==> src/camera_mask_defines.svh <==
`ifndef CAMERA_MASK_DEFINES_SVH
`define CAMERA_MASK_DEFINES_SVH

// ==========================================================================
// raster geometry, 1280x720 active inside a 1650x750 total
// ==========================================================================
`define CM_H_ACTIVE 1280
`define CM_V_ACTIVE 720
`define CM_H_TOTAL 1650
`define CM_V_TOTAL 750

// sync pulses, active high, start inclusive and end exclusive
`define CM_H_SYNC_START 1390
`define CM_H_SYNC_END 1430
`define CM_V_SYNC_START 725
`define CM_V_SYNC_END 730

// ==========================================================================
// game window and green screen bounds
// ==========================================================================
// margins from the left, right and bottom edges of the active area
`define CM_WIN_LEFT 65
`define CM_WIN_RIGHT 85
`define CM_WIN_BOTTOM 85

// offset-binary chroma upper bounds for green screen
`define CM_CR_UPPER 8'h90
`define CM_CB_UPPER 8'h90

// shown when the pixel queue runs dry during active draw
`define CM_FILL_565 16'h2277

// queue depth, also the credit count the source starts with
`define CM_PIX_FIFO_DEPTH 8

`endif

==> src/camera_mask_pkg.sv <==
package camera_mask_pkg;

  // frame buffer pixel, 5/6/5 packed
  typedef struct packed {
    logic [4:0] r;
    logic [5:0] g;
    logic [4:0] b;
  } rgb565_t;

  // full 8 bit per channel pixel, red in the top byte
  typedef struct packed {
    logic [7:0] r;
    logic [7:0] g;
    logic [7:0] b;
  } rgb888_t;

  // raster coordinates
  typedef logic [10:0] hcount_t;
  typedef logic [9:0] vcount_t;

  // what the output picture shows
  typedef enum logic [1:0] {
    mode_camera = 2'b00,
    mode_luma = 2'b01,
    mode_mask = 2'b10,
    mode_camera_magenta = 2'b11
  } display_mode_t;

endpackage

==> src/video_timing_if.sv <==
`timescale 1ns/1ns

interface video_timing_if;

  // raster position of the pixel this bundle belongs to
  camera_mask_pkg::hcount_t hcount;
  camera_mask_pkg::vcount_t vcount;

  // sync pulses, active high
  logic hsync;
  logic vsync;

  // position is inside the visible area
  logic active;

  // single cycle marker at (0,0)
  logic new_frame;

  modport src (output hcount, vcount, hsync, vsync, active, new_frame);
  modport sink (input hcount, vcount, hsync, vsync, active, new_frame);

endinterface
==> src/centroid_tracker.sv <==
`timescale 1ns/1ns

module centroid_tracker (
  input  logic                     clk_pixel,
  input  logic                     recent_reset,
  video_timing_if.sink             tim_i,
  input  logic                     player_i,
  output camera_mask_pkg::hcount_t com_x_o,
  output camera_mask_pkg::vcount_t com_y_o,
  output logic                     com_valid_o
);

  // sum and count widths cover a full 1280x720 frame
  localparam int SW = 32;
  localparam int CW = 20;

  logic                     hit;
  logic [SW-1:0]            acc_x;
  logic [SW-1:0]            acc_y;
  logic [CW-1:0]            acc_n;
  logic                     busy;
  logic                     phase_y;
  logic [5:0]               step;
  logic [SW-1:0]            quo;
  logic [CW-1:0]            rem;
  logic [CW-1:0]            divisor;
  logic [SW-1:0]            pend_y;
  camera_mask_pkg::hcount_t res_x;
  logic [CW:0]              rem_shift;
  logic [CW+1:0]            trial;
  logic [CW-1:0]            rem_next;
  logic [SW-1:0]            quo_next;

  assign hit = tim_i.active && player_i;

  // ========================================================================
  // per frame sums, restarted on the frame marker
  // ========================================================================
  always_ff @(posedge clk_pixel) begin
    if (recent_reset) begin
      acc_x <= '0;
      acc_y <= '0;
      acc_n <= '0;
    end else if (tim_i.new_frame) begin
      // pixel (0,0) already belongs to the new frame
      acc_x <= hit ? SW'(tim_i.hcount) : '0;
      acc_y <= hit ? SW'(tim_i.vcount) : '0;
      acc_n <= hit ? CW'(1) : '0;
    end else if (hit) begin
      acc_x <= acc_x + SW'(tim_i.hcount);
      acc_y <= acc_y + SW'(tim_i.vcount);
      acc_n <= acc_n + 1'b1;
    end
  end

  // ========================================================================
  // restoring divider, x first then y on the same hardware
  // ========================================================================
  // bring down the next dividend bit and try to subtract
  assign rem_shift = {rem, quo[SW-1]};
  assign trial = {1'b0, rem_shift} - {2'b00, divisor};

  always_comb begin
    if (trial[CW+1]) begin
      // borrow, restore
      rem_next = rem_shift[CW-1:0];
      quo_next = {quo[SW-2:0], 1'b0};
    end else begin
      rem_next = trial[CW-1:0];
      quo_next = {quo[SW-2:0], 1'b1};
    end
  end

  always_ff @(posedge clk_pixel) begin
    if (recent_reset) begin
      busy <= 1'b0;
      phase_y <= 1'b0;
      step <= '0;
      com_x_o <= '0;
      com_y_o <= '0;
      com_valid_o <= 1'b0;
    end else begin
      com_valid_o <= 1'b0;
      // empty frame leaves the last centre in place
      if (tim_i.new_frame && (acc_n != '0)) begin
        busy <= 1'b1;
        phase_y <= 1'b0;
        step <= '0;
        quo <= acc_x;
        rem <= '0;
        divisor <= acc_n;
        pend_y <= acc_y;
      end else if (busy) begin
        quo <= quo_next;
        rem <= rem_next;
        step <= step + 1'b1;
        if (step == SW - 1) begin
          if (!phase_y) begin
            // x done, load the y sum
            res_x <= quo_next[10:0];
            phase_y <= 1'b1;
            quo <= pend_y;
            rem <= '0;
            step <= '0;
          end else begin
            busy <= 1'b0;
            com_x_o <= res_x;
            com_y_o <= quo_next[9:0];
            com_valid_o <= 1'b1;
          end
        end
      end
    end
  end

endmodule

==> src/chroma_mask.sv <==
`timescale 1ns/1ns
`include "camera_mask_defines.svh"

module chroma_mask #(
  parameter int H_ACTIVE = `CM_H_ACTIVE,
  parameter int V_ACTIVE = `CM_V_ACTIVE,
  parameter int WIN_LEFT = `CM_WIN_LEFT,
  parameter int WIN_RIGHT = `CM_WIN_RIGHT,
  parameter int WIN_BOTTOM = `CM_WIN_BOTTOM
) (
  input  logic                     clk_pixel,
  input  logic                     recent_reset,
  video_timing_if.sink             tim_i,
  video_timing_if.src              tim_o,
  input  logic                     pix_valid_i,
  input  camera_mask_pkg::rgb565_t pix_data_i,
  output logic                     credit_o,
  output camera_mask_pkg::rgb888_t cam_rgb_o,
  output logic [7:0]               luma_o,
  output logic                     player_o
);

  localparam int LAT = 4;

  // raster fields carried alongside the pixel
  typedef struct packed {
    camera_mask_pkg::hcount_t hcount;
    camera_mask_pkg::vcount_t vcount;
    logic hsync;
    logic vsync;
    logic active;
    logic new_frame;
  } raster_t;

  logic                     pop;
  logic                     empty;
  camera_mask_pkg::rgb565_t pix_head;
  camera_mask_pkg::rgb565_t pix_sel;
  raster_t                  ras [LAT];
  camera_mask_pkg::rgb888_t rgb_s1;
  camera_mask_pkg::rgb888_t rgb_s2;
  camera_mask_pkg::rgb888_t rgb_s3;
  logic [15:0]              y_r, y_g, y_b;
  logic [15:0]              cr_r, cr_g, cr_b;
  logic [15:0]              cb_r, cb_g, cb_b;
  logic [15:0]              y_sum;
  logic signed [17:0]       cr_sum;
  logic signed [17:0]       cb_sum;
  logic [7:0]               cr_off;
  logic [7:0]               cb_off;
  logic                     in_window;

  pixel_credit_fifo u_fifo (
    .clk_pixel    (clk_pixel),
    .recent_reset (recent_reset),
    .pix_valid_i  (pix_valid_i),
    .pix_data_i   (pix_data_i),
    .pop_i        (pop),
    .pix_o        (pix_head),
    .empty_o      (empty),
    .credit_o     (credit_o)
  );

  // ========================================================================
  // cycle 1: pop on active draw, fill colour when the queue is dry
  // ========================================================================
  assign pop = tim_i.active && !empty;
  assign pix_sel = empty ? camera_mask_pkg::rgb565_t'(`CM_FILL_565) : pix_head;

  // zero fill the low bits of each channel
  always_ff @(posedge clk_pixel) begin
    rgb_s1 <= {pix_sel.r, 3'b000, pix_sel.g, 2'b00, pix_sel.b, 3'b000};
    rgb_s2 <= rgb_s1;
    rgb_s3 <= rgb_s2;
    cam_rgb_o <= rgb_s3;
  end

  // ========================================================================
  // cycles 2 to 4: BT.601 in 8 bit fixed point, then threshold
  // ========================================================================
  // cycle 2: coefficient products, all magnitudes
  always_ff @(posedge clk_pixel) begin
    y_r <= 8'd66 * rgb_s1.r;
    y_g <= 8'd129 * rgb_s1.g;
    y_b <= 8'd25 * rgb_s1.b;
    cr_r <= 8'd112 * rgb_s1.r;
    cr_g <= 8'd94 * rgb_s1.g;
    cr_b <= 8'd18 * rgb_s1.b;
    cb_r <= 8'd38 * rgb_s1.r;
    cb_g <= 8'd74 * rgb_s1.g;
    cb_b <= 8'd112 * rgb_s1.b;
  end

  // cycle 3: sums with signs applied, chroma can go negative
  always_ff @(posedge clk_pixel) begin
    y_sum <= y_r + y_g + y_b;
    cr_sum <= $signed({2'b00, cr_r}) - $signed({2'b00, cr_g}) - $signed({2'b00, cr_b});
    cb_sum <= $signed({2'b00, cb_b}) - $signed({2'b00, cb_r}) - $signed({2'b00, cb_g});
  end

  // signed chroma >> 8, top bit flipped gives offset binary
  assign cr_off = {~cr_sum[15], cr_sum[14:8]};
  assign cb_off = {~cb_sum[15], cb_sum[14:8]};

  // window test on the raster of the same stage
  assign in_window = (ras[2].hcount >= WIN_LEFT) &&
                     (ras[2].hcount <= H_ACTIVE - 1 - WIN_RIGHT) &&
                     (ras[2].vcount <= V_ACTIVE - 1 - WIN_BOTTOM);

  // cycle 4: luma with its +16 offset, player = not green screen and in window
  always_ff @(posedge clk_pixel) begin
    luma_o <= y_sum[15:8] + 8'd16;
    player_o <= in_window && !((cr_off <= `CM_CR_UPPER) && (cb_off <= `CM_CB_UPPER));
  end

  // raster delayed in step with the pixel
  always_ff @(posedge clk_pixel) begin
    if (recent_reset) begin
      for (int i = 0; i < LAT; i++) begin
        ras[i] <= '0;
      end
    end else begin
      ras[0] <= '{tim_i.hcount, tim_i.vcount, tim_i.hsync, tim_i.vsync,
                  tim_i.active, tim_i.new_frame};
      for (int i = 1; i < LAT; i++) begin
        ras[i] <= ras[i-1];
      end
    end
  end

  assign tim_o.hcount = ras[LAT-1].hcount;
  assign tim_o.vcount = ras[LAT-1].vcount;
  assign tim_o.hsync = ras[LAT-1].hsync;
  assign tim_o.vsync = ras[LAT-1].vsync;
  assign tim_o.active = ras[LAT-1].active;
  assign tim_o.new_frame = ras[LAT-1].new_frame;

endmodule

==> src/overlay_mux.sv <==
`timescale 1ns/1ns

module overlay_mux (
  input  logic                           clk_pixel,
  input  logic                           recent_reset,
  video_timing_if.sink                   tim_i,
  input  camera_mask_pkg::display_mode_t mode_i,
  input  logic                           crosshair_en_i,
  input  camera_mask_pkg::rgb888_t       cam_rgb_i,
  input  logic [7:0]                     luma_i,
  input  logic                           player_i,
  input  camera_mask_pkg::hcount_t       com_x_i,
  input  camera_mask_pkg::vcount_t       com_y_i,
  input  logic                           com_valid_i,
  output camera_mask_pkg::rgb888_t       rgb_o,
  output logic                           de_o,
  output logic                           hsync_o,
  output logic                           vsync_o
);

  logic                     com_seen;
  logic                     on_cross;
  camera_mask_pkg::rgb888_t pic;

  // no crosshair until a centre has been computed
  always_ff @(posedge clk_pixel) begin
    if (recent_reset) begin
      com_seen <= 1'b0;
    end else if (com_valid_i) begin
      com_seen <= 1'b1;
    end
  end

  // on the centre's row or column
  assign on_cross = crosshair_en_i && com_seen &&
                    ((tim_i.hcount == com_x_i) || (tim_i.vcount == com_y_i));

  // ========================================================================
  // picture select, crosshair on top, black in blanking
  // ========================================================================
  always_comb begin
    case (mode_i)
      camera_mask_pkg::mode_luma: pic = {luma_i, luma_i, luma_i};
      camera_mask_pkg::mode_mask: pic = player_i ? 24'hff_ffff : 24'h00_0000;
      camera_mask_pkg::mode_camera_magenta: pic = player_i ? 24'hff_00ff : cam_rgb_i;
      default: pic = cam_rgb_i;
    endcase
    if (on_cross) begin
      pic = 24'hff_0000;
    end
    if (!tim_i.active) begin
      pic = '0;
    end
  end

  always_ff @(posedge clk_pixel) begin
    rgb_o <= pic;
  end

  // sync and enable share the pixel's one cycle register
  always_ff @(posedge clk_pixel) begin
    if (recent_reset) begin
      de_o <= 1'b0;
      hsync_o <= 1'b0;
      vsync_o <= 1'b0;
    end else begin
      de_o <= tim_i.active;
      hsync_o <= tim_i.hsync;
      vsync_o <= tim_i.vsync;
    end
  end

endmodule

==> src/pixel_credit_fifo.sv <==
`timescale 1ns/1ns
`include "camera_mask_defines.svh"

module pixel_credit_fifo (
  input  logic                     clk_pixel,
  input  logic                     recent_reset,
  input  logic                     pix_valid_i,
  input  camera_mask_pkg::rgb565_t pix_data_i,
  input  logic                     pop_i,
  output camera_mask_pkg::rgb565_t pix_o,
  output logic                     empty_o,
  output logic                     credit_o
);

  localparam int DEPTH = `CM_PIX_FIFO_DEPTH;
  localparam int AW = $clog2(DEPTH);

  camera_mask_pkg::rgb565_t mem [DEPTH];
  logic [AW-1:0] wr_ptr;
  logic [AW-1:0] rd_ptr;
  logic [AW:0]   count;
  logic          full;
  logic          push;
  logic          do_pop;

  assign full = (count == DEPTH);
  assign empty_o = (count == '0);
  assign push = pix_valid_i && !full;
  assign do_pop = pop_i && !empty_o;

  // head of queue is visible without a read cycle
  assign pix_o = mem[rd_ptr];

  always_ff @(posedge clk_pixel) begin
    if (push) begin
      mem[wr_ptr] <= pix_data_i;
    end
  end

  // pointers wrap naturally, depth is a power of two
  always_ff @(posedge clk_pixel) begin
    if (recent_reset) begin
      wr_ptr <= '0;
      rd_ptr <= '0;
      count <= '0;
      credit_o <= 1'b0;
    end else begin
      if (push) begin
        wr_ptr <= wr_ptr + 1'b1;
      end
      if (do_pop) begin
        rd_ptr <= rd_ptr + 1'b1;
      end
      count <= count + {{AW{1'b0}}, push} - {{AW{1'b0}}, do_pop};
      // one credit back to the source per consumed pixel
      credit_o <= do_pop;
    end
  end

  // the source only sends while it holds a credit, so the queue never overflows
  a_no_push_when_full: assert property (@(posedge clk_pixel) disable iff (recent_reset)
    full |-> !pix_valid_i)
    else $error("pixel pushed into a full queue, credit protocol broken");

endmodule

==> src/player_view_top.sv <==
`timescale 1ns/1ns
`include "camera_mask_defines.svh"

module player_view_top #(
  parameter int H_ACTIVE = `CM_H_ACTIVE,
  parameter int V_ACTIVE = `CM_V_ACTIVE,
  parameter int H_TOTAL = `CM_H_TOTAL,
  parameter int V_TOTAL = `CM_V_TOTAL,
  parameter int H_SYNC_START = `CM_H_SYNC_START,
  parameter int H_SYNC_END = `CM_H_SYNC_END,
  parameter int V_SYNC_START = `CM_V_SYNC_START,
  parameter int V_SYNC_END = `CM_V_SYNC_END,
  parameter int WIN_LEFT = `CM_WIN_LEFT,
  parameter int WIN_RIGHT = `CM_WIN_RIGHT,
  parameter int WIN_BOTTOM = `CM_WIN_BOTTOM
) (
  input  logic        clk_pixel,
  input  logic        recent_reset,
  input  logic        pix_valid_i,
  input  logic [15:0] pix_data_i,
  input  logic [1:0]  mode_i,
  input  logic        crosshair_en_i,
  output logic        credit_o,
  output logic [23:0] rgb_o,
  output logic        de_o,
  output logic        hsync_o,
  output logic        vsync_o,
  output logic [10:0] com_x_o,
  output logic [9:0]  com_y_o,
  output logic        com_valid_o
);

  // raster at the counters, and 4 cycles later beside the converted pixel
  video_timing_if tim_raw ();
  video_timing_if tim_dly ();

  camera_mask_pkg::rgb888_t cam_rgb;
  logic [7:0]               luma;
  logic                     player;

  video_timing #(
    .H_ACTIVE     (H_ACTIVE),
    .V_ACTIVE     (V_ACTIVE),
    .H_TOTAL      (H_TOTAL),
    .V_TOTAL      (V_TOTAL),
    .H_SYNC_START (H_SYNC_START),
    .H_SYNC_END   (H_SYNC_END),
    .V_SYNC_START (V_SYNC_START),
    .V_SYNC_END   (V_SYNC_END)
  ) u_timing (
    .clk_pixel    (clk_pixel),
    .recent_reset (recent_reset),
    .tim_o        (tim_raw)
  );

  chroma_mask #(
    .H_ACTIVE   (H_ACTIVE),
    .V_ACTIVE   (V_ACTIVE),
    .WIN_LEFT   (WIN_LEFT),
    .WIN_RIGHT  (WIN_RIGHT),
    .WIN_BOTTOM (WIN_BOTTOM)
  ) u_mask (
    .clk_pixel    (clk_pixel),
    .recent_reset (recent_reset),
    .tim_i        (tim_raw),
    .tim_o        (tim_dly),
    .pix_valid_i  (pix_valid_i),
    .pix_data_i   (pix_data_i),
    .credit_o     (credit_o),
    .cam_rgb_o    (cam_rgb),
    .luma_o       (luma),
    .player_o     (player)
  );

  centroid_tracker u_centroid (
    .clk_pixel    (clk_pixel),
    .recent_reset (recent_reset),
    .tim_i        (tim_dly),
    .player_i     (player),
    .com_x_o      (com_x_o),
    .com_y_o      (com_y_o),
    .com_valid_o  (com_valid_o)
  );

  overlay_mux u_overlay (
    .clk_pixel      (clk_pixel),
    .recent_reset   (recent_reset),
    .tim_i          (tim_dly),
    .mode_i         (camera_mask_pkg::display_mode_t'(mode_i)),
    .crosshair_en_i (crosshair_en_i),
    .cam_rgb_i      (cam_rgb),
    .luma_i         (luma),
    .player_i       (player),
    .com_x_i        (com_x_o),
    .com_y_i        (com_y_o),
    .com_valid_i    (com_valid_o),
    .rgb_o          (rgb_o),
    .de_o           (de_o),
    .hsync_o        (hsync_o),
    .vsync_o        (vsync_o)
  );

endmodule

==> src/video_timing.sv <==
`timescale 1ns/1ns
`include "camera_mask_defines.svh"

module video_timing #(
  parameter int H_ACTIVE = `CM_H_ACTIVE,
  parameter int V_ACTIVE = `CM_V_ACTIVE,
  parameter int H_TOTAL = `CM_H_TOTAL,
  parameter int V_TOTAL = `CM_V_TOTAL,
  parameter int H_SYNC_START = `CM_H_SYNC_START,
  parameter int H_SYNC_END = `CM_H_SYNC_END,
  parameter int V_SYNC_START = `CM_V_SYNC_START,
  parameter int V_SYNC_END = `CM_V_SYNC_END
) (
  input  logic        clk_pixel,
  input  logic        recent_reset,
  video_timing_if.src tim_o
);

  camera_mask_pkg::hcount_t hcount;
  camera_mask_pkg::vcount_t vcount;

  // horizontal counter runs every cycle, vertical steps at end of line
  always_ff @(posedge clk_pixel) begin
    if (recent_reset) begin
      hcount <= '0;
      vcount <= '0;
    end else if (hcount == H_TOTAL - 1) begin
      hcount <= '0;
      // last line wraps back to the top
      vcount <= (vcount == V_TOTAL - 1) ? '0 : vcount + 1'b1;
    end else begin
      hcount <= hcount + 1'b1;
    end
  end

  // flags decoded straight from the counters, so they line up with them
  assign tim_o.hcount = hcount;
  assign tim_o.vcount = vcount;
  assign tim_o.hsync = (hcount >= H_SYNC_START) && (hcount < H_SYNC_END);
  assign tim_o.vsync = (vcount >= V_SYNC_START) && (vcount < V_SYNC_END);
  assign tim_o.active = (hcount < H_ACTIVE) && (vcount < V_ACTIVE);
  assign tim_o.new_frame = (hcount == '0) && (vcount == '0);

  // position stays inside the total raster
  a_raster_range: assert property (@(posedge clk_pixel) disable iff (recent_reset)
    (hcount < H_TOTAL) && (vcount < V_TOTAL))
    else $error("raster position out of range");

endmodule

==> config.mk <==
export PLATFORM = sky130hd
export DESIGN_NAME = player_view_top
export DESIGN_NICKNAME = d
export VERILOG_FILES = /design/src/camera_mask_pkg.sv /design/src/video_timing_if.sv /design/src/centroid_tracker.sv /design/src/chroma_mask.sv /design/src/overlay_mux.sv /design/src/pixel_credit_fifo.sv /design/src/player_view_top.sv /design/src/video_timing.sv
export VERILOG_INCLUDE_DIRS = /design/src
export SDC_FILE = /design/constraint.sdc
export NUM_CORES = 1
export LEC_CHECK = 0
export BUFFER_PORTS_ARGS = -buffer_cell sky130_fd_sc_hd__buf_4
export CAP_MARGIN = 0
export CORE_MARGIN = 2
export CORE_UTILIZATION = 55
export DETAILED_ROUTE_END_ITERATION = 16
export PLACE_DENSITY = 0.72
export REMOVE_ABC_BUFFERS = 1
export SYNTH_ARGS = -nofsm -noshare
export SYNTH_HDL_FRONTEND = slang
export SYNTH_HIERARCHICAL = 1
export SYNTH_SLANG_ARGS = --single-unit
==> constraint.sdc <==
create_clock -name clk_pixel -period 8.7 [get_ports clk_pixel]
set_clock_uncertainty 0.15 [all_clocks]
set_input_delay 0.435 -clock clk_pixel [delete_from_list [all_inputs] [get_ports clk_pixel]]
set_output_delay 0.435 -clock clk_pixel [all_outputs]
set_load 0.01 [all_outputs]
### Word level (Yosys, flattened, before mapping)

Memory sizes are Yosys's and may differ from the RTL's. A register that Yosys moved wholly into a read port is not among the register bits.
Index checks and enable logic that the tools add are counted.

| word-level totals | value |
|---|---|
| flip-flop bits (word level) | 488 |
| memory bits (writable) | 228 |
| input port bits | 22 |
| output and inout bits | 50 |
| word-level logic and storage cells | 184 |
| memories kept | 2 |

| operators by class | value |
|---|---|
| add/subtract/negate cells | 18 |
| $mul | 9 |
| magnitude comparators | 11 |
| equality and inequality tests | 9 |
| mux-type cells | 39 |
| bitwise operators | 12 |
| reduce and logical (&&, ||, !) cells | 34 |

Memories:

| name | depth | width | read ports | clocked after memory_dff | write ports | RTL line | source |
|---|---|---|---|---|---|---|---|
| u_mask.u_fifo.mem | 8 | 16 | 1 | 1 | 1 | pixel_credit_fifo.sv:18 | `camera_mask_pkg::rgb565_t mem [DEPTH];` |
| u_mask.ras | 4 | 25 | 4 | 0 | 4 | chroma_mask.sv:39 | `raster_t ras [LAT];` |

Operator list:

| cell | number |
|---|---|
| 2-to-1 mux 32 bit | 8 |
| 2-to-1 mux 20 bit | 6 |
| 2-to-1 mux 25 bit | 4 |
| 2-to-1 mux 24 bit | 3 |
| one-hot mux 24 bit (3 select lines) | 1 |
| adder 32 x 10 -> 32 bit | 1 |
| adder 32 x 11 -> 32 bit | 1 |
| multiplier 6 x 6 -> 12 bit, first input constant | 2 |
| less-than comparator 11 bit, second input constant | 2 |
| subtractor 21 x 20 -> 22 bit | 1 |
| adder 20 x 1 -> 20 bit, second input constant | 1 |
| less-than comparator 10 bit, second input constant | 2 |
| multiplier 5 x 5 -> 10 bit, first input constant | 2 |
| 2-to-1 mux 10 bit | 2 |
| nonzero test 20 bit | 1 |
| adder 15 x 16 -> 16 bit | 1 |
| adder 16 x 13 -> 16 bit | 1 |
| <= comparator 8 bit, second input constant | 2 |
| multiplier 3 x 5 -> 8 bit, first input constant | 2 |
| subtractor 15 x 14 -> 16 bit | 1 |
| subtractor 15 x 15 -> 16 bit | 1 |
| subtractor 16 x 14 -> 16 bit | 1 |
| subtractor 16 bit | 1 |
| logical AND 1 bit | 15 |
| other kinds (39) | 70 |

### Logic depth before layout (Yosys ltp)

Gate-level depths: netlist of the first run.

| depth | value |
|---|---|
| word-level depth | 6 |
| mapped depth | 13 |
| mapped depth without buffers | 12 |

### Cells and area by module

The synthesis of the first run kept the hierarchy.

By module, submodules not included:

| module | times used | cells an instance | area each (µm²) | sequential area each (µm²) |
|---|---|---|---|---|
| centroid_tracker | 1 | 1,158 | 11,373.4 | 5,735.5 |
| chroma_mask | 1 | 945 | 10,647.7 | 5,044.8 |
| pixel_credit_fifo | 1 | 267 | 5,659.2 | 4,124.0 |
| overlay_mux | 1 | 170 | 1,516.5 | 560.5 |
| video_timing | 1 | 150 | 1,218.7 | 420.4 |

### Worst setup path before layout of the first run

Ideal clock, no wire load.

| path | value |
|---|---|
| path kind | flip-flop to flip-flop |
| start | register u_centroid.acc_n[0] |
| end | register u_centroid.divisor[0] (enable) |
| library setup time | 0.462 ns |
| arrival | 3.596 ns |
| required time | 8.088 ns |
| slack | 4.492 ns |
| cell stages (with the launch flop) | 9 |
| path buffers | 2 |
| clock period less this slack | 4.208 ns |
| cells stage by stage | dfxtp_1 -> inv_1 -> ha_1 -> nor4b_1 -> nand4_1 -> o41ai_4 -> clkbuf_1 -> buf_1 -> nor2_1 |

| on the way | value |
|---|---|
| cells in the longest elaborated chain, start to end | 3 |

RTL lines:

| item | RTL line | source |
|---|---|---|
| start: declaration | centroid_tracker.sv:20 | `logic [CW-1:0] acc_n;` |
| start signal: assignment | centroid_tracker.sv:48 | `acc_n <= hit ? CW'(1) : '0;` |
| start signal: assignment | centroid_tracker.sv:52 | `acc_n <= acc_n + 1'b1;` |
| nonzero test 20 bit | centroid_tracker.sv:85 | `if (tim_i.new_frame && (acc_n != '0)) begin` |
| logical AND 1 bit | centroid_tracker.sv:85 |  |
| AND reduction 2 bit (no source line) | n/a |  |
| end signal: assignment | centroid_tracker.sv:91 | `divisor <= acc_n;` |
| end: declaration | centroid_tracker.sv:26 | `logic [CW-1:0] divisor;` |

No other way between the ends.
A chain may end at the register's enable or synchronous reset.

### Worst setup path in the final report of the first run

| path | value |
|---|---|
| start | register u_mask/rgb_s1[13] (netlist name) |
| end | register u_mask.cr_g[14] |

| on the way | value |
|---|---|
| cells in the longest elaborated chain, start to end | 1 |

RTL lines:

| item | RTL line | source |
|---|---|---|
| multiplier 6 x 6 -> 12 bit | chroma_mask.sv:87 | `cr_g <= 8'd94 * rgb_s1.g;` |
| end signal: assignment | chroma_mask.sv:87 |  |
| end: declaration | chroma_mask.sv:44 | `logic [15:0] cr_r, cr_g, cr_b;` |

No other way between the ends.

==> results.env, run 1 <==
TRITONCTS_CLOCK_TREE='yes'
FINAL.MIN_CLOCK_PERIOD_NS=3.80
WORSTHOLDSTART='pix_valid_i'
SYN-CELL-AREA_UM2=30400
IOPINCOUNT=72
MUXSHAREOFSYNTHAREA_PCT=5.23
FINAL_CELL_MIX='sky130_fd_sc_hd__dfxtp_1, sky130_fd_sc_hd__edfxtp_1, sky130_fd_sc_hd__ha_1'
START_KIND='flip-flop'
HOLD_VIOLATIONS=0
POST-LAYOUT-TOTAL-POWER_uW=11900
CTS_INSERTED_BUFFERS=70
ROWS=86
RSZ0062_AT_GRT='false'
CORE-AREA_UM2=54900
DRIVE_GT1_SHARE_PCT=10.0
FINALWIRELENGTH_UM=61200
PORT_BUFFERS=71
SYNTH.DISTINCT_CELLS=90
RUN_STATUS='finished clean'
SYNTHCELLS=2690
FMAXACHIEVABLE_GHz=0.263
PATH_TYPE_OF_THE_WORST_SETUP_PATH='reg2reg'
NETS=3026
ARRIVAL_NS=4.17
GLOBAL_ROUTE.USAGE.TOTAL_PCT=21.8
MAX-CLOCK-PATH-BUFFERS=3
CRITICAL_PATH_PEAK_FANOUT=7
ROUTE.DETAILED.VIAS_PER_INST=5.59
SYNTHESIS.YOSYS.WARNINGS=6
SLEW_VIOLATIONS=0
POWER.DENSITY_nW_PER_UM2=350
WIRE_PER_INST_UM=17.4
DIE_WIDTH_UM=239
YS_SEQ_AREA_SHARE_PCT=52.2
VIAS=19700
CTS_RESIZED=0
CLOCK-SINKS=672
FINALSETUPTNS_NS=0
DRT_PASS_1_ITERS=5
CTS_ROOT_BUFFER='sky130_fd_sc_hd__clkbuf_16'
SYNTH-ADDER-AREA-SHARE_PCT=11.1
TIMING.CRITICAL_PATH.TO_TYPE='flip-flop'
CRIT_REQUIRED_NS=9.08
CP_MOST_FREQUENT_CELL='sky130_fd_sc_hd__fa_1'
ANTENNA_VIOLATING_NETS_POST_ROUTE=0
CRIT_CHAIN='inv_1 -> fa_1 -> fa_1 -> fa_1 -> inv_1 -> ha_1 -> nor2b_1 -> o21ai_0 -> a21oi_1 -> o41ai_1 -> xnor2_1'
WORST_SKEW_PAIR.LATE_LATENCY_NS=0.61
ANTENNA_FOUND_INITIAL=0
N_ANTENNA_CELL=0
SETUP_VIOL=0
STATIC-LEAKAGE-POWER_uW=0.0136
POST_SYNTH_AND_OR_NAND_NOR_AREA_FRACTION_PCT=12.8
WORST_SETUP_PATH_STARTPOINT='u_mask/rgb_s1[13]'
LAYOUT.CELLS.MOST_COMMON='sky130_fd_sc_hd__dfxtp_1'
SYN_AVG_CELL_AREA_UM2=11.3
INITIAL_UTILIZATION_PCT=55.4
WORST_SETUP_HOLD_PATH_CLK_SLEW_NS=0.06
WORSTMARGINPINSLEW_NS=1.25
SYNTH-COMPOUND-AREA-SHARE_PCT=10.5
DRCVIOLATIONCOUNT=0
AREA_GROWTH_PCT=12.0
NUMBER_OF_FLIP_FLOPS_AND_LATCHES_IN_THE_SYNTHESIZED_NETLIST=672
YS_ASYNC_SR_FRACTION_PCT=0
PLACE.DETAILED.HPWL_UM=41600
LAYOUT_WORST_PATH_CYCLE_SHARE_PCT=43.6
SYNTH_TOP_FAMILY_BY_AREA='simple AND/OR/NAND/NOR gates'
SYNTH-EDFF-COUNT=243
DETAIL_ROUTE.ITER0.VIOLATIONS=1279
CTSHTREEMAXLEVEL=3
VIAS_IN_THE_FIRST_GLOBAL_ROUTE=19700
POST_SYNTH_XOR_AREA_FRACTION_PCT=4.23
GLOBALROUTEOVERFLOWTOTAL=0
DRV_CAP=0
IR_DROP_uV=312
GLOBALPLACE.CONGESTION=0.841
HOLD_CLASS='in2reg'
CP_SLOWEST_STAGE_DELAY_NS=0.60
SYNTH_FF_TYPE='sky130_fd_sc_hd__dfxtp_1'
TIMING.RR.START='u_mask/rgb_s1[13]'
CRITICAL_PATH_S_SLOWEST_CELL='sky130_fd_sc_hd__fa_1'
DIEAREA_UM2=57200
GRT_PASS1_WL_UM=99600
GRT_START_MAX_NET_PINS=111
CHIPHEIGHT_UM=239
WORST_SLEW_MARGIN_REL_PCT=16.5
routing by layer:
metal,track usage (%),share of wire (%),vias up
li1,-,-,9663
met2,37.4,48,459
met1,27.1,43,9442
met5,0,0,-
met4,8.94,3.5,0
met3,3.87,4.6,127
kinds of logic after synthesis:
family,count (synthesis)
compound gates,492
xor+xnor,147
fa+ha+maj,241
buf+inv,271
flops,672
mux,106
other cells,1
simple gates,760
path summary, 6_finish.rpt:
kind                                                 to  cells after the start  slack, ns
worst min register to register      u_mask/cam_rgb_o[6]                      0       0.17
worst max register to register          u_mask/cr_g[14]                     11       4.90
worst min-delay path            u_mask/u_fifo/wr_ptr[2]                      3       0.06
worst max-delay path                    u_mask/cr_g[14]                     11       4.90
registers in the layout, summed over array words and instances (netlist names), 24 cells and up, named ones only:
register           count
u_mask/u_fifo/mem    128
u_mask/ras           100
u_centroid/acc_x      32
u_centroid/acc_y      32
u_centroid/pend_y     32
u_centroid/quo        32
u_overlay/rgb_o       24
synthesized netlist by cell type (9+ instances only):
cell / n / area share, %
sky130_fd_sc_hd__o21ai_0: 77 / 1.3
sky130_fd_sc_hd__buf_6: 9 / 0.33
sky130_fd_sc_hd__a31oi_1: 19 / 0.39
sky130_fd_sc_hd__or3_1: 38 / 0.78
sky130_fd_sc_hd__nor2b_1: 147 / 3.0
sky130_fd_sc_hd__mux2i_1: 54 / 1.8
sky130_fd_sc_hd__and3_1: 22 / 0.45
sky130_fd_sc_hd__buf_2: 14 / 0.23
sky130_fd_sc_hd__nor3_1: 30 / 0.49
sky130_fd_sc_hd__o22ai_1: 9 / 0.19
sky130_fd_sc_hd__nand4_1: 26 / 0.53
sky130_fd_sc_hd__mux4_1: 28 / 2.4
sky130_fd_sc_hd__fa_1: 49 / 3.2
sky130_fd_sc_hd__nor2_1: 191 / 2.4
sky130_fd_sc_hd__o211ai_1: 10 / 0.25
sky130_fd_sc_hd__o21ai_1: 10 / 0.16
sky130_fd_sc_hd__a211oi_1: 29 / 0.72
sky130_fd_sc_hd__xnor2_1: 73 / 2.1
sky130_fd_sc_hd__clkbuf_1: 65 / 0.80
sky130_fd_sc_hd__ha_1: 192 / 7.9
sky130_fd_sc_hd__or4_1: 9 / 0.22
sky130_fd_sc_hd__nand2_1: 150 / 1.9
sky130_fd_sc_hd__and2_1: 12 / 0.25
sky130_fd_sc_hd__a221oi_1: 19 / 0.55
sky130_fd_sc_hd__buf_4: 10 / 0.25
sky130_fd_sc_hd__o21a_1: 18 / 0.44
sky130_fd_sc_hd__a21boi_1: 11 / 0.27
sky130_fd_sc_hd__a21oi_1: 172 / 2.8
sky130_fd_sc_hd__nand2b_1: 23 / 0.47
sky130_fd_sc_hd__mux2_2: 20 / 0.74
sky130_fd_sc_hd__nand3_1: 47 / 0.77
sky130_fd_sc_hd__nor4_1: 18 / 0.37
sky130_fd_sc_hd__or2_2: 14 / 0.29
sky130_fd_sc_hd__dfxtp_1: 429 / 28
sky130_fd_sc_hd__edfxtp_1: 243 / 24
sky130_fd_sc_hd__inv_1: 162 / 2.0
sky130_fd_sc_hd__a21o_1: 57 / 1.4
sky130_fd_sc_hd__xor2_1: 74 / 2.1
per-stage QoR:
stage / utilization [%] / cell area, um^2 / setup WS, ns / cells / hold WS, ns
floorplan: - / 29900 / 3.69 / 2589 / 0.160
global route: 62.1 / 34100 / 4.62 / 3523 / 0.0459
detailed placement: 57.4 / 31500 / 4.89 / 3379 / 0.162
global placement: 57.4 / 31500 / 5.06 / 3379 / 0.165
CTS: 62.1 / 34100 / 4.89 / 3523 / 0.0234
finish: 62.1 / 34100 / 4.90 / 3523 / 0.0586
critical path: cells and delay by family (launching register included):
family / cells / cell delay [ns]
xor+xnor: 1 / 0.18
simple gates: 1 / 0.15
buf+inv: 2 / 0.20
compound gates: 3 / 0.68
fa+ha+maj: 4 / 1.90
flops: 1 / 0.48
power by group:
part	total, uW	switching [uW]	leakage (uW)	internal, uW
Sequential	4080	319	0.00572	3760
Clock	3050	1210	0.00118	1840
Combinational	4800	2560	0.00673	2250
final cells by class:
cell class / count / area [um^2]
timing repair buffer: 102 / 810
clock inverter: 26 / 268
inverter: 163 / 614
fill: 4247 / 20800
tap: 704 / 881
sequential: 672 / 15900
multi-input combinational: 1754 / 13500
clock buffer: 102 / 2140
timing repair:
item,CTS,global route
hold buffers,16,0
hold endpoints to repair,128,0
buffers inserted,0,0
endpoints found under the setup margin,0,0
Power figures use the tool's default switching activity.
==> run 2: changes to the inputs <==
--- a/config.mk
+++ b/config.mk
@@ -6,6 +6,7 @@
 export SDC_FILE = /design/constraint.sdc
 export NUM_CORES = 1
 export LEC_CHECK = 0
+export ABC_AREA = 1
 export BUFFER_PORTS_ARGS = -buffer_cell sky130_fd_sc_hd__buf_4
 export CAP_MARGIN = 0
 export CORE_MARGIN = 2
==> constraint.sdc (replaced) <==
create_clock -name clk_pixel -period 3.7 [get_ports clk_pixel]
set_clock_uncertainty 0.15 [all_clocks]
set_input_delay 0.185 -clock clk_pixel [delete_from_list [all_inputs] [get_ports clk_pixel]]
set_output_delay 0.185 -clock clk_pixel [all_outputs]
set_load 0.01 [all_outputs]
==> run 2 against run 1 <==
Fmax grew 14%. First-iteration DRC count grew 39%. Combinational power grew to 2.6 times the previous value. Worst hold slack gained 0.10 ns. Register-to-register slack lost 4.5 ns. Final cell count grew 42%. Sequential power grew 130%. Core utilization shrank 0.23 points. Critical endpoint unchanged. Setup slack lost 4.5 ns. Total power grew 150%. Critical path type unchanged. Area after synthesis grew 9.1%. Synthesized cell count grew 51%.
==> results.env, run 2 <==
SYNTHCELLS=4051
WORST_SLEW_MARGIN_REL_PCT=34.0
CTS_ROOT_BUFFER='sky130_fd_sc_hd__clkbuf_16'
SETUP_VIOL=0
IR_DROP_uV=733
PORT_BUFFERS=71
START_KIND='flip-flop'
SLEW_VIOLATIONS=0
MUXSHAREOFSYNTHAREA_PCT=0.0302
FMAXACHIEVABLE_GHz=0.299
VIAS_IN_THE_FIRST_GLOBAL_ROUTE=23700
CTS_RESIZED=0
RUN_STATUS='finished clean'
SYN_AVG_CELL_AREA_UM2=8.19
CLOCK-SINKS=672
ANTENNA_VIOLATING_NETS_POST_ROUTE=0
POST_SYNTH_AND_OR_NAND_NOR_AREA_FRACTION_PCT=24.4
DRIVE_GT1_SHARE_PCT=7.80
YOSYSMOSTFREQUENTCELL='sky130_fd_sc_hd__nand2_1'
ROWS=90
YS_ASYNC_SR_FRACTION_PCT=0
GRT_START_MAX_NET_PINS=72
SYNTH.TOP_CELLS.BY_AREA='sky130_fd_sc_hd__dfxtp_1, sky130_fd_sc_hd__edfxtp_1, sky130_fd_sc_hd__nand2_1, sky130_fd_sc_hd__inv_1, sky130_fd_sc_hd__ha_1'
POST-LAYOUT-TOTAL-POWER_uW=29400
TRITONCTS_CLOCK_TREE='yes'
LARGEST_REGISTER_FFS=128
FINALWIRELENGTH_UM=72200
CELL_TYPE_WITH_THE_HIGHEST_AGGREGATE_AREA_IN_THE_NETLIST='sky130_fd_sc_hd__dfxtp_1'
GRT_PASS1_WL_UM=118000
GLOBAL_ROUTE.USAGE.TOTAL_PCT=23.1
ARRIVAL_NS=3.70
WORST_SKEW_PAIR.LATE_LATENCY_NS=0.61
DRT_PASS_1_ITERS=5
NUMPLACEDINSTANCES=4849
ROUTE.DETAILED.VIAS_PER_INST=5.04
CTSHTREEMAXLEVEL=3
FINAL_CELL_MIX='sky130_fd_sc_hd__nand2_1, sky130_fd_sc_hd__inv_1, sky130_fd_sc_hd__nor2_1'
HOLD_VIOLATIONS=0
GLOBALROUTEOVERFLOWTOTAL=0
TIMING.HOLD.WS_NS=0.163
FINAL-INSTANCE-COUNT-EXCL-FILL=5002
CRIT_REQUIRED_NS=4.06
DETAIL_ROUTE.WIRELENGTH.MET1_UM=33500
FINAL.FILL_COUNT=5119
POWER.DENSITY_nW_PER_UM2=792
TIMING.CRITICAL_PATH.TO_TYPE='flip-flop'
MOST_INSTANTIATED_CELLS_AFTER_SYNTHESIS='sky130_fd_sc_hd__nand2_1, sky130_fd_sc_hd__inv_1, sky130_fd_sc_hd__nor2_1, sky130_fd_sc_hd__dfxtp_1, sky130_fd_sc_hd__edfxtp_1'
RSZ0062_AT_GRT='false'
SYNTH-COMPOUND-AREA-SHARE_PCT=5.58
PRE_CTS_SLACK_NS=0.344
SYNTH-EDFF-COUNT=243
SYNTH.DISTINCT_CELLS=57
HOLD_CLASS='reg2reg'
DETAIL_ROUTE.ITER0.VIOLATIONS=1773
IOPINCOUNT=72
SYNTH_FF_TYPE='sky130_fd_sc_hd__dfxtp_1'
LARGEST_REGISTER='u_mask/u_fifo/mem'
LAYOUT.CELLS.MOST_COMMON='sky130_fd_sc_hd__nand2_1'
CORE-AREA_UM2=60000
ANTENNA_FOUND_INITIAL=0
MULTI_INPUT_COMB_AREA_UM2=14000
WL_MET3_UM=3310
DIE_WIDTH_UM=250
MAX-CLOCK-PATH-BUFFERS=3
AREA_GROWTH_PCT=11.9
INITIAL_UTILIZATION_PCT=55.3
DRCVIOLATIONCOUNT=0
TOP_LAYER_USED='met4'
WORSTMARGINPINSLEW_NS=0.989
PLACE.DETAILED.HPWL_UM=50800
WORST_SETUP_HOLD_PATH_CLK_SLEW_NS=0.07
CHIPHEIGHT_UM=250
BIGGESTREGSBYFLOPS='u_mask/u_fifo/mem x128, u_mask/ras x100'
REGISTER_AREA_UM2=15900
VIAS=25200
SYNTH_TOP_FAMILY_BY_AREA='simple AND/OR/NAND/NOR gates'
GLOBALPLACE.CONGESTION=0.881
FINAL.MIN_CLOCK_PERIOD_NS=3.34
POST_SYNTH_XOR_AREA_FRACTION_PCT=1.90
SYN-CELL-AREA_UM2=33200
FRACTION_OF_SYNTHESIZED_CELL_AREA_TAKEN_BY_THE_TOP_AREA_CELL_TYPE_PCT=25.9
DIEAREA_UM2=62300
SYNTH-ADDER-AREA-SHARE_PCT=10.2
WL_MET2_UM=33800
DRV_CAP=0
FINAL_CRITICAL_PATH_SETUP_SLACK_NS=0.360
NETS=4425
PATH_TYPE_OF_THE_WORST_SETUP_PATH='reg2reg'
CRITICAL_PATH_PEAK_FANOUT=9
N_ANTENNA_CELL=0
SYNTHESIS.YOSYS.WARNINGS=6
NUMBER_OF_FLIP_FLOPS_AND_LATCHES_IN_THE_SYNTHESIZED_NETLIST=672
LAYOUT_WORST_PATH_CYCLE_SHARE_PCT=90.3
YS_SEQ_AREA_SHARE_PCT=47.9
WIRE_PER_INST_UM=14.4
STATIC-LEAKAGE-POWER_uW=0.0172
CTS_INSERTED_BUFFERS=71
CTS.REPAIR_TIMING.SETUP_BUFFER_COUNT=0
-- run 2: cell types whose count changed in the layout (fill, tap and decap cells not counted), moves of 47 or more --
cell                      before  now
sky130_fd_sc_hd__mux2i_1      54    1
sky130_fd_sc_hd__nand2_1     150  978
sky130_fd_sc_hd__nand3_1      47  227
sky130_fd_sc_hd__nor2_1      187  499
sky130_fd_sc_hd__a21o_1       57    3
sky130_fd_sc_hd__inv_1       162  716
sky130_fd_sc_hd__xnor2_1      73   26
sky130_fd_sc_hd__nor2b_1     147    0
-- run 2: worst max-delay path, stage by stage, from the launching register on --
cell and delay, ns:
sky130_fd_sc_hd__dfxtp_1 0.42, sky130_fd_sc_hd__fa_1 0.60, sky130_fd_sc_hd__inv_1 0.07, sky130_fd_sc_hd__fa_1 0.48, sky130_fd_sc_hd__inv_1 0.06, sky130_fd_sc_hd__fa_1 0.49, sky130_fd_sc_hd__inv_1 0.04, sky130_fd_sc_hd__ha_1 0.35
sky130_fd_sc_hd__a21oi_1 0.21, sky130_fd_sc_hd__o21ai_2 0.11, sky130_fd_sc_hd__nand2_1 0.07, sky130_fd_sc_hd__nand2_1 0.06, sky130_fd_sc_hd__xor2_1 0.13
-- run 2: final timing paths --
check | slack, ns | start | to | depth (start not counted)
worst min register to register | 0.16 | u_mask/rgb_s3[4] | u_mask/cam_rgb_o[4] | 0
worst max-delay path | 0.36 | u_mask/rgb_s1[14] | u_mask/cr_g[14] | 12
worst max register to register | 0.36 | u_mask/rgb_s1[14] | u_mask/cr_g[14] | 12
worst min-delay path | 0.16 | u_mask/rgb_s3[4] | u_mask/cam_rgb_o[4] | 0
-- run 2: cell families after synthesis --
group / Yosys count
buf+inv: 823
xor+xnor: 72
flops: 672
compound gates: 327
fa+ha+maj: 241
other cells: 1
simple gates: 1914
mux: 1
-- run 2: area by class of cell --
| class | instances | share of cell area (%) |
|---|---|---|
| clock buffer | 101 | 5.56 |
| timing repair buffer | 125 | 2.72 |
| inverter | 729 | 7.38 |
| tap | 782 | 2.63 |
| multi-input combinational | 2563 | 37.8 |
| sequential | 672 | 42.8 |
| clock inverter | 30 | 1.12 |
-- run 2: power breakdown --
group / internal, uW / total [uW] / leakage, uW / switching, uW
logic: 4820 / 12400 / 0.0102 / 7560
clock network: 4550 / 7470 / 0.00121 / 2920
registers: 8860 / 9570 / 0.00573 / 708
total: 18200 / 29400 / 0.0172 / 11200
-- run 2: through the flow --
step,utilization [%],instance area [um^2],setup TNS [ns]
floorplan,-,32600,-246.47
global placement,57.4,34400,0
detailed placement,57.4,34400,0
CTS,61.9,37100,0
global route,61.9,37100,0
finish,61.9,37100,0
-- run 2: layer usage --
layer	vias up	global-route usage (%)
met3	89	2.91
met2	555	38.9
met4	0	7.23
met5	-	0
li1	13000	-
met1	11600	31.2
-- run 2: what timing repair did --
item                                    4_1_cts  5_1_grt
hold endpoints to repair                    171        0
hold buffers                                 22        0
endpoints found under the setup margin        0        0
==> run 3: changes to the inputs <==
--- a/config.mk
+++ b/config.mk
@@ -9,6 +9,7 @@
 export ABC_AREA = 1
 export BUFFER_PORTS_ARGS = -buffer_cell sky130_fd_sc_hd__buf_4
 export CAP_MARGIN = 0
+export CORE_ASPECT_RATIO = 0.7
 export CORE_MARGIN = 2
 export CORE_UTILIZATION = 55
 export DETAILED_ROUTE_END_ITERATION = 16
==> run 3 against run 2 <==
Die area barely moved. Largest cell class unchanged. Non-clock buffer count unchanged. Sequential share of layout area grew 0.24 points. Critical endpoint unchanged.
==> results.env, run 3 (same netlist as run 2, synthesis figures left out) <==
PORT_BUFFERS=71
POWER.DENSITY_nW_PER_UM2=784
VIAS_IN_THE_FIRST_GLOBAL_ROUTE=23800
LARGEST_REGISTER_FFS=128
RSZ0062_AT_GRT='false'
SWITCHING_SHARE_PCT=38.7
WORSTMARGINPINSLEW_NS=0.960
LAYOUT.CELLS.MOST_COMMON='sky130_fd_sc_hd__nand2_1'
ROWS=75
FMAXACHIEVABLE_GHz=0.305
CLOCK-SINKS=672
VIAS=25200
BIGGESTREGSBYFLOPS='u_mask/u_fifo/mem x128, u_mask/ras x100'
GLOBALROUTEOVERFLOWTOTAL=0
NETS=4421
R2R.WORST_PATH.CELLS=13
ANTENNA_FOUND_INITIAL=1
POST-ROUTE-CELL-AREA_UM2=36900
CTS_INSERTED_BUFFERS=67
CRIT_CHAIN='inv_1 -> fa_1 -> inv_1 -> fa_1 -> inv_1 -> fa_1 -> inv_1 -> ha_1 -> a21oi_1 -> o21ai_2 -> nand2_1 -> nand2_1 -> xor2_1'
DIEAREA_UM2=62300
IR_DROP_uV=1590
STATIC-LEAKAGE-POWER_uW=0.0171
INSTANCE_AREA_AFTER_PLACEMENT_UM2=34500
TIMING.HOLD.WS_NS=0.163
PLACE.DETAILED.HPWL_UM=50800
WORST-R2R-SETUP-SLACK_NS=0.42
FIN_UTIL_PCT=61.8
SETUP_VIOL=0
PATH_TYPE_OF_THE_WORST_SETUP_PATH='reg2reg'
POWER.SHARE.COMBINATIONAL_PCT=43.1
CHIPHEIGHT_UM=210
DRCVIOLATIONCOUNT=0
TIMING.CRITICAL_PATH.TO_TYPE='flip-flop'
SLEW_VIOLATIONS=0
LAYOUT_WORST_PATH_CYCLE_SHARE_PCT=88.7
WORST_SETUP_HOLD_PATH_CLK_SLEW_NS=0.06
RUN_STATUS='finished clean'
START_KIND='flip-flop'
FINAL.MIN_CLOCK_PERIOD_NS=3.28
ANTENNA_VIOLATING_NETS_POST_ROUTE=0
PATH_DELAY_FAMILY='adder cells'
TIMING.RR.START='u_mask/rgb_s1[13]'
INTERNAL_POWER_uW=17700
CTSHTREEMAXLEVEL=3
WORSTHOLDSTART='u_mask/rgb_s2[6]'
WORST_SLEW_MARGIN_REL_PCT=36.0
PATH_DEPTH=13
TRITONCTS_CLOCK_TREE='yes'
IOPINCOUNT=72
CRIT_REQUIRED_NS=4.04
ARRIVAL_NS=3.62
CRITICAL_PATH_S_SLOWEST_CELL='sky130_fd_sc_hd__fa_1'
WORST_SKEW_PAIR.LATE_LATENCY_NS=0.61
GLOBALPLACE.CONGESTION=0.921
WORST-PATH-BUF-INV=4
CORE-AREA_UM2=59800
POST-LAYOUT-TOTAL-POWER_uW=28900
DRT_PASS_1_ITERS=8
GLOBAL_ROUTE.USAGE.TOTAL_PCT=23.5
SEQPWRFRAC_PCT=33.0
POWER.SHARE.CLOCK_PCT=23.9
MAX-CLOCK-PATH-BUFFERS=3
CTS_ROOT_BUFFER='sky130_fd_sc_hd__clkbuf_16'
TIMING.RR.END='u_mask/cr_g[14]'
WIRE_PER_INST_UM=14.4
CRITICAL_PATH_PEAK_FANOUT=5
HOLD_CLASS='reg2reg'
CP_MOST_FREQUENT_CELL='sky130_fd_sc_hd__inv_1'
ROUTE.DETAILED.VIAS_PER_INST=5.01
HOLD_DEPTH=0
GRT_START_MAX_NET_PINS=65
FINALWIRELENGTH_UM=72300
HOLD_VIOLATIONS=0
CP_SLOWEST_STAGE_DELAY_NS=0.59
INITIAL_UTILIZATION_PCT=55.5
WORST_HOLD_PATH.ENDPOINT='u_mask/rgb_s3[6]'
GRT_PASS1_WL_UM=120000
DIE_WIDTH_UM=298
NETSWITCHINGPOWER_uW=11200
CTS.REPAIR_TIMING.SETUP_BUFFER_COUNT=0
DETAIL_ROUTE.ITER0.VIOLATIONS=2185
DRIVE_GT1_SHARE_PCT=7.64
AREA_GROWTH_PCT=11.3
FINAL_CELL_MIX='sky130_fd_sc_hd__nand2_1, sky130_fd_sc_hd__inv_1, sky130_fd_sc_hd__nor2_1'
DRV_CAP=0
LARGEST_REGISTER='u_mask/u_fifo/mem'
## run 3: cell count changes in the layout (fill, tap and decap cells not counted), sizes merged
cell | before | now
clkinvlp | 1 | 2
diode | 0 | 1
bufinv | 9 | 5
clkinv | 21 | 19
clkbuf | 101 | 93
inv | 728 | 733
## run 3: how the worst max path moves through the flow
stage | slack, ns | start | endpoint
2_1_floorplan | -3.13 | u_centroid/acc_n[0] | u_centroid/quo[0]
3_3_place_gp | 0.41 | u_mask/rgb_s1[13] | u_mask/cr_g[14]
5_1_grt | 0.15 | u_mask/rgb_s1[13] | u_mask/cr_g[12]
3_5_place_dp | 0.40 | u_mask/rgb_s1[13] | u_mask/cr_g[14]
6_report | 0.42 | u_mask/rgb_s1[13] | u_mask/cr_g[14]
4_1_cts | 0.40 | u_mask/rgb_s1[13] | u_mask/cr_g[14]
## run 3: area by class of cell
cell class | count | area [um^2]
fill | 5157 | 22800
sequential | 672 | 15900
multi-input combinational | 2563 | 14000
inverter | 729 | 2740
clock buffer | 93 | 1930
tap | 808 | 1010
timing repair buffer | 125 | 997
clock inverter | 30 | 324
antenna | 1 | 2.50
## run 3: power by group through the flow
stage | registers (uW) | clock network [uW] | logic [uW]
after global placement | 9700 | 0 | 12000
after floorplan | 9520 | 0 | 9380
after detailed placement | 9700 | 0 | 12200
final | 9540 | 6930 | 12500
after CTS | 9550 | 7100 | 12400
after global routing | 9660 | 7380 | 14500
## run 3: what timing repair did
| action | in CTS | in global routing |
|---|---|---|
| endpoints found under the hold margin | 206 | 0 |
| endpoints found under the setup margin | 0 | 0 |
| hold buffers | 22 | 0 |
| gates resized for setup | 0 | 0 |
## run 3: through the flow
step / std cells / setup TNS (ns) / setup slack, ns
after floorplan: 3964 / -246.47 / -3.13
after global placement: 4875 / 0 / 0.413
after detailed placement: 4875 / 0 / 0.401
after CTS: 5020 / 0 / 0.397
after global routing: 5021 / 0 / 0.147
final: 5021 / 0 / 0.417
## run 3: layer usage
metal	track usage, %	wire (um)
met5	0	0
met3	3.78	4560
met4	7.52	1840
met2	35.2	30200
met1	34.8	35700
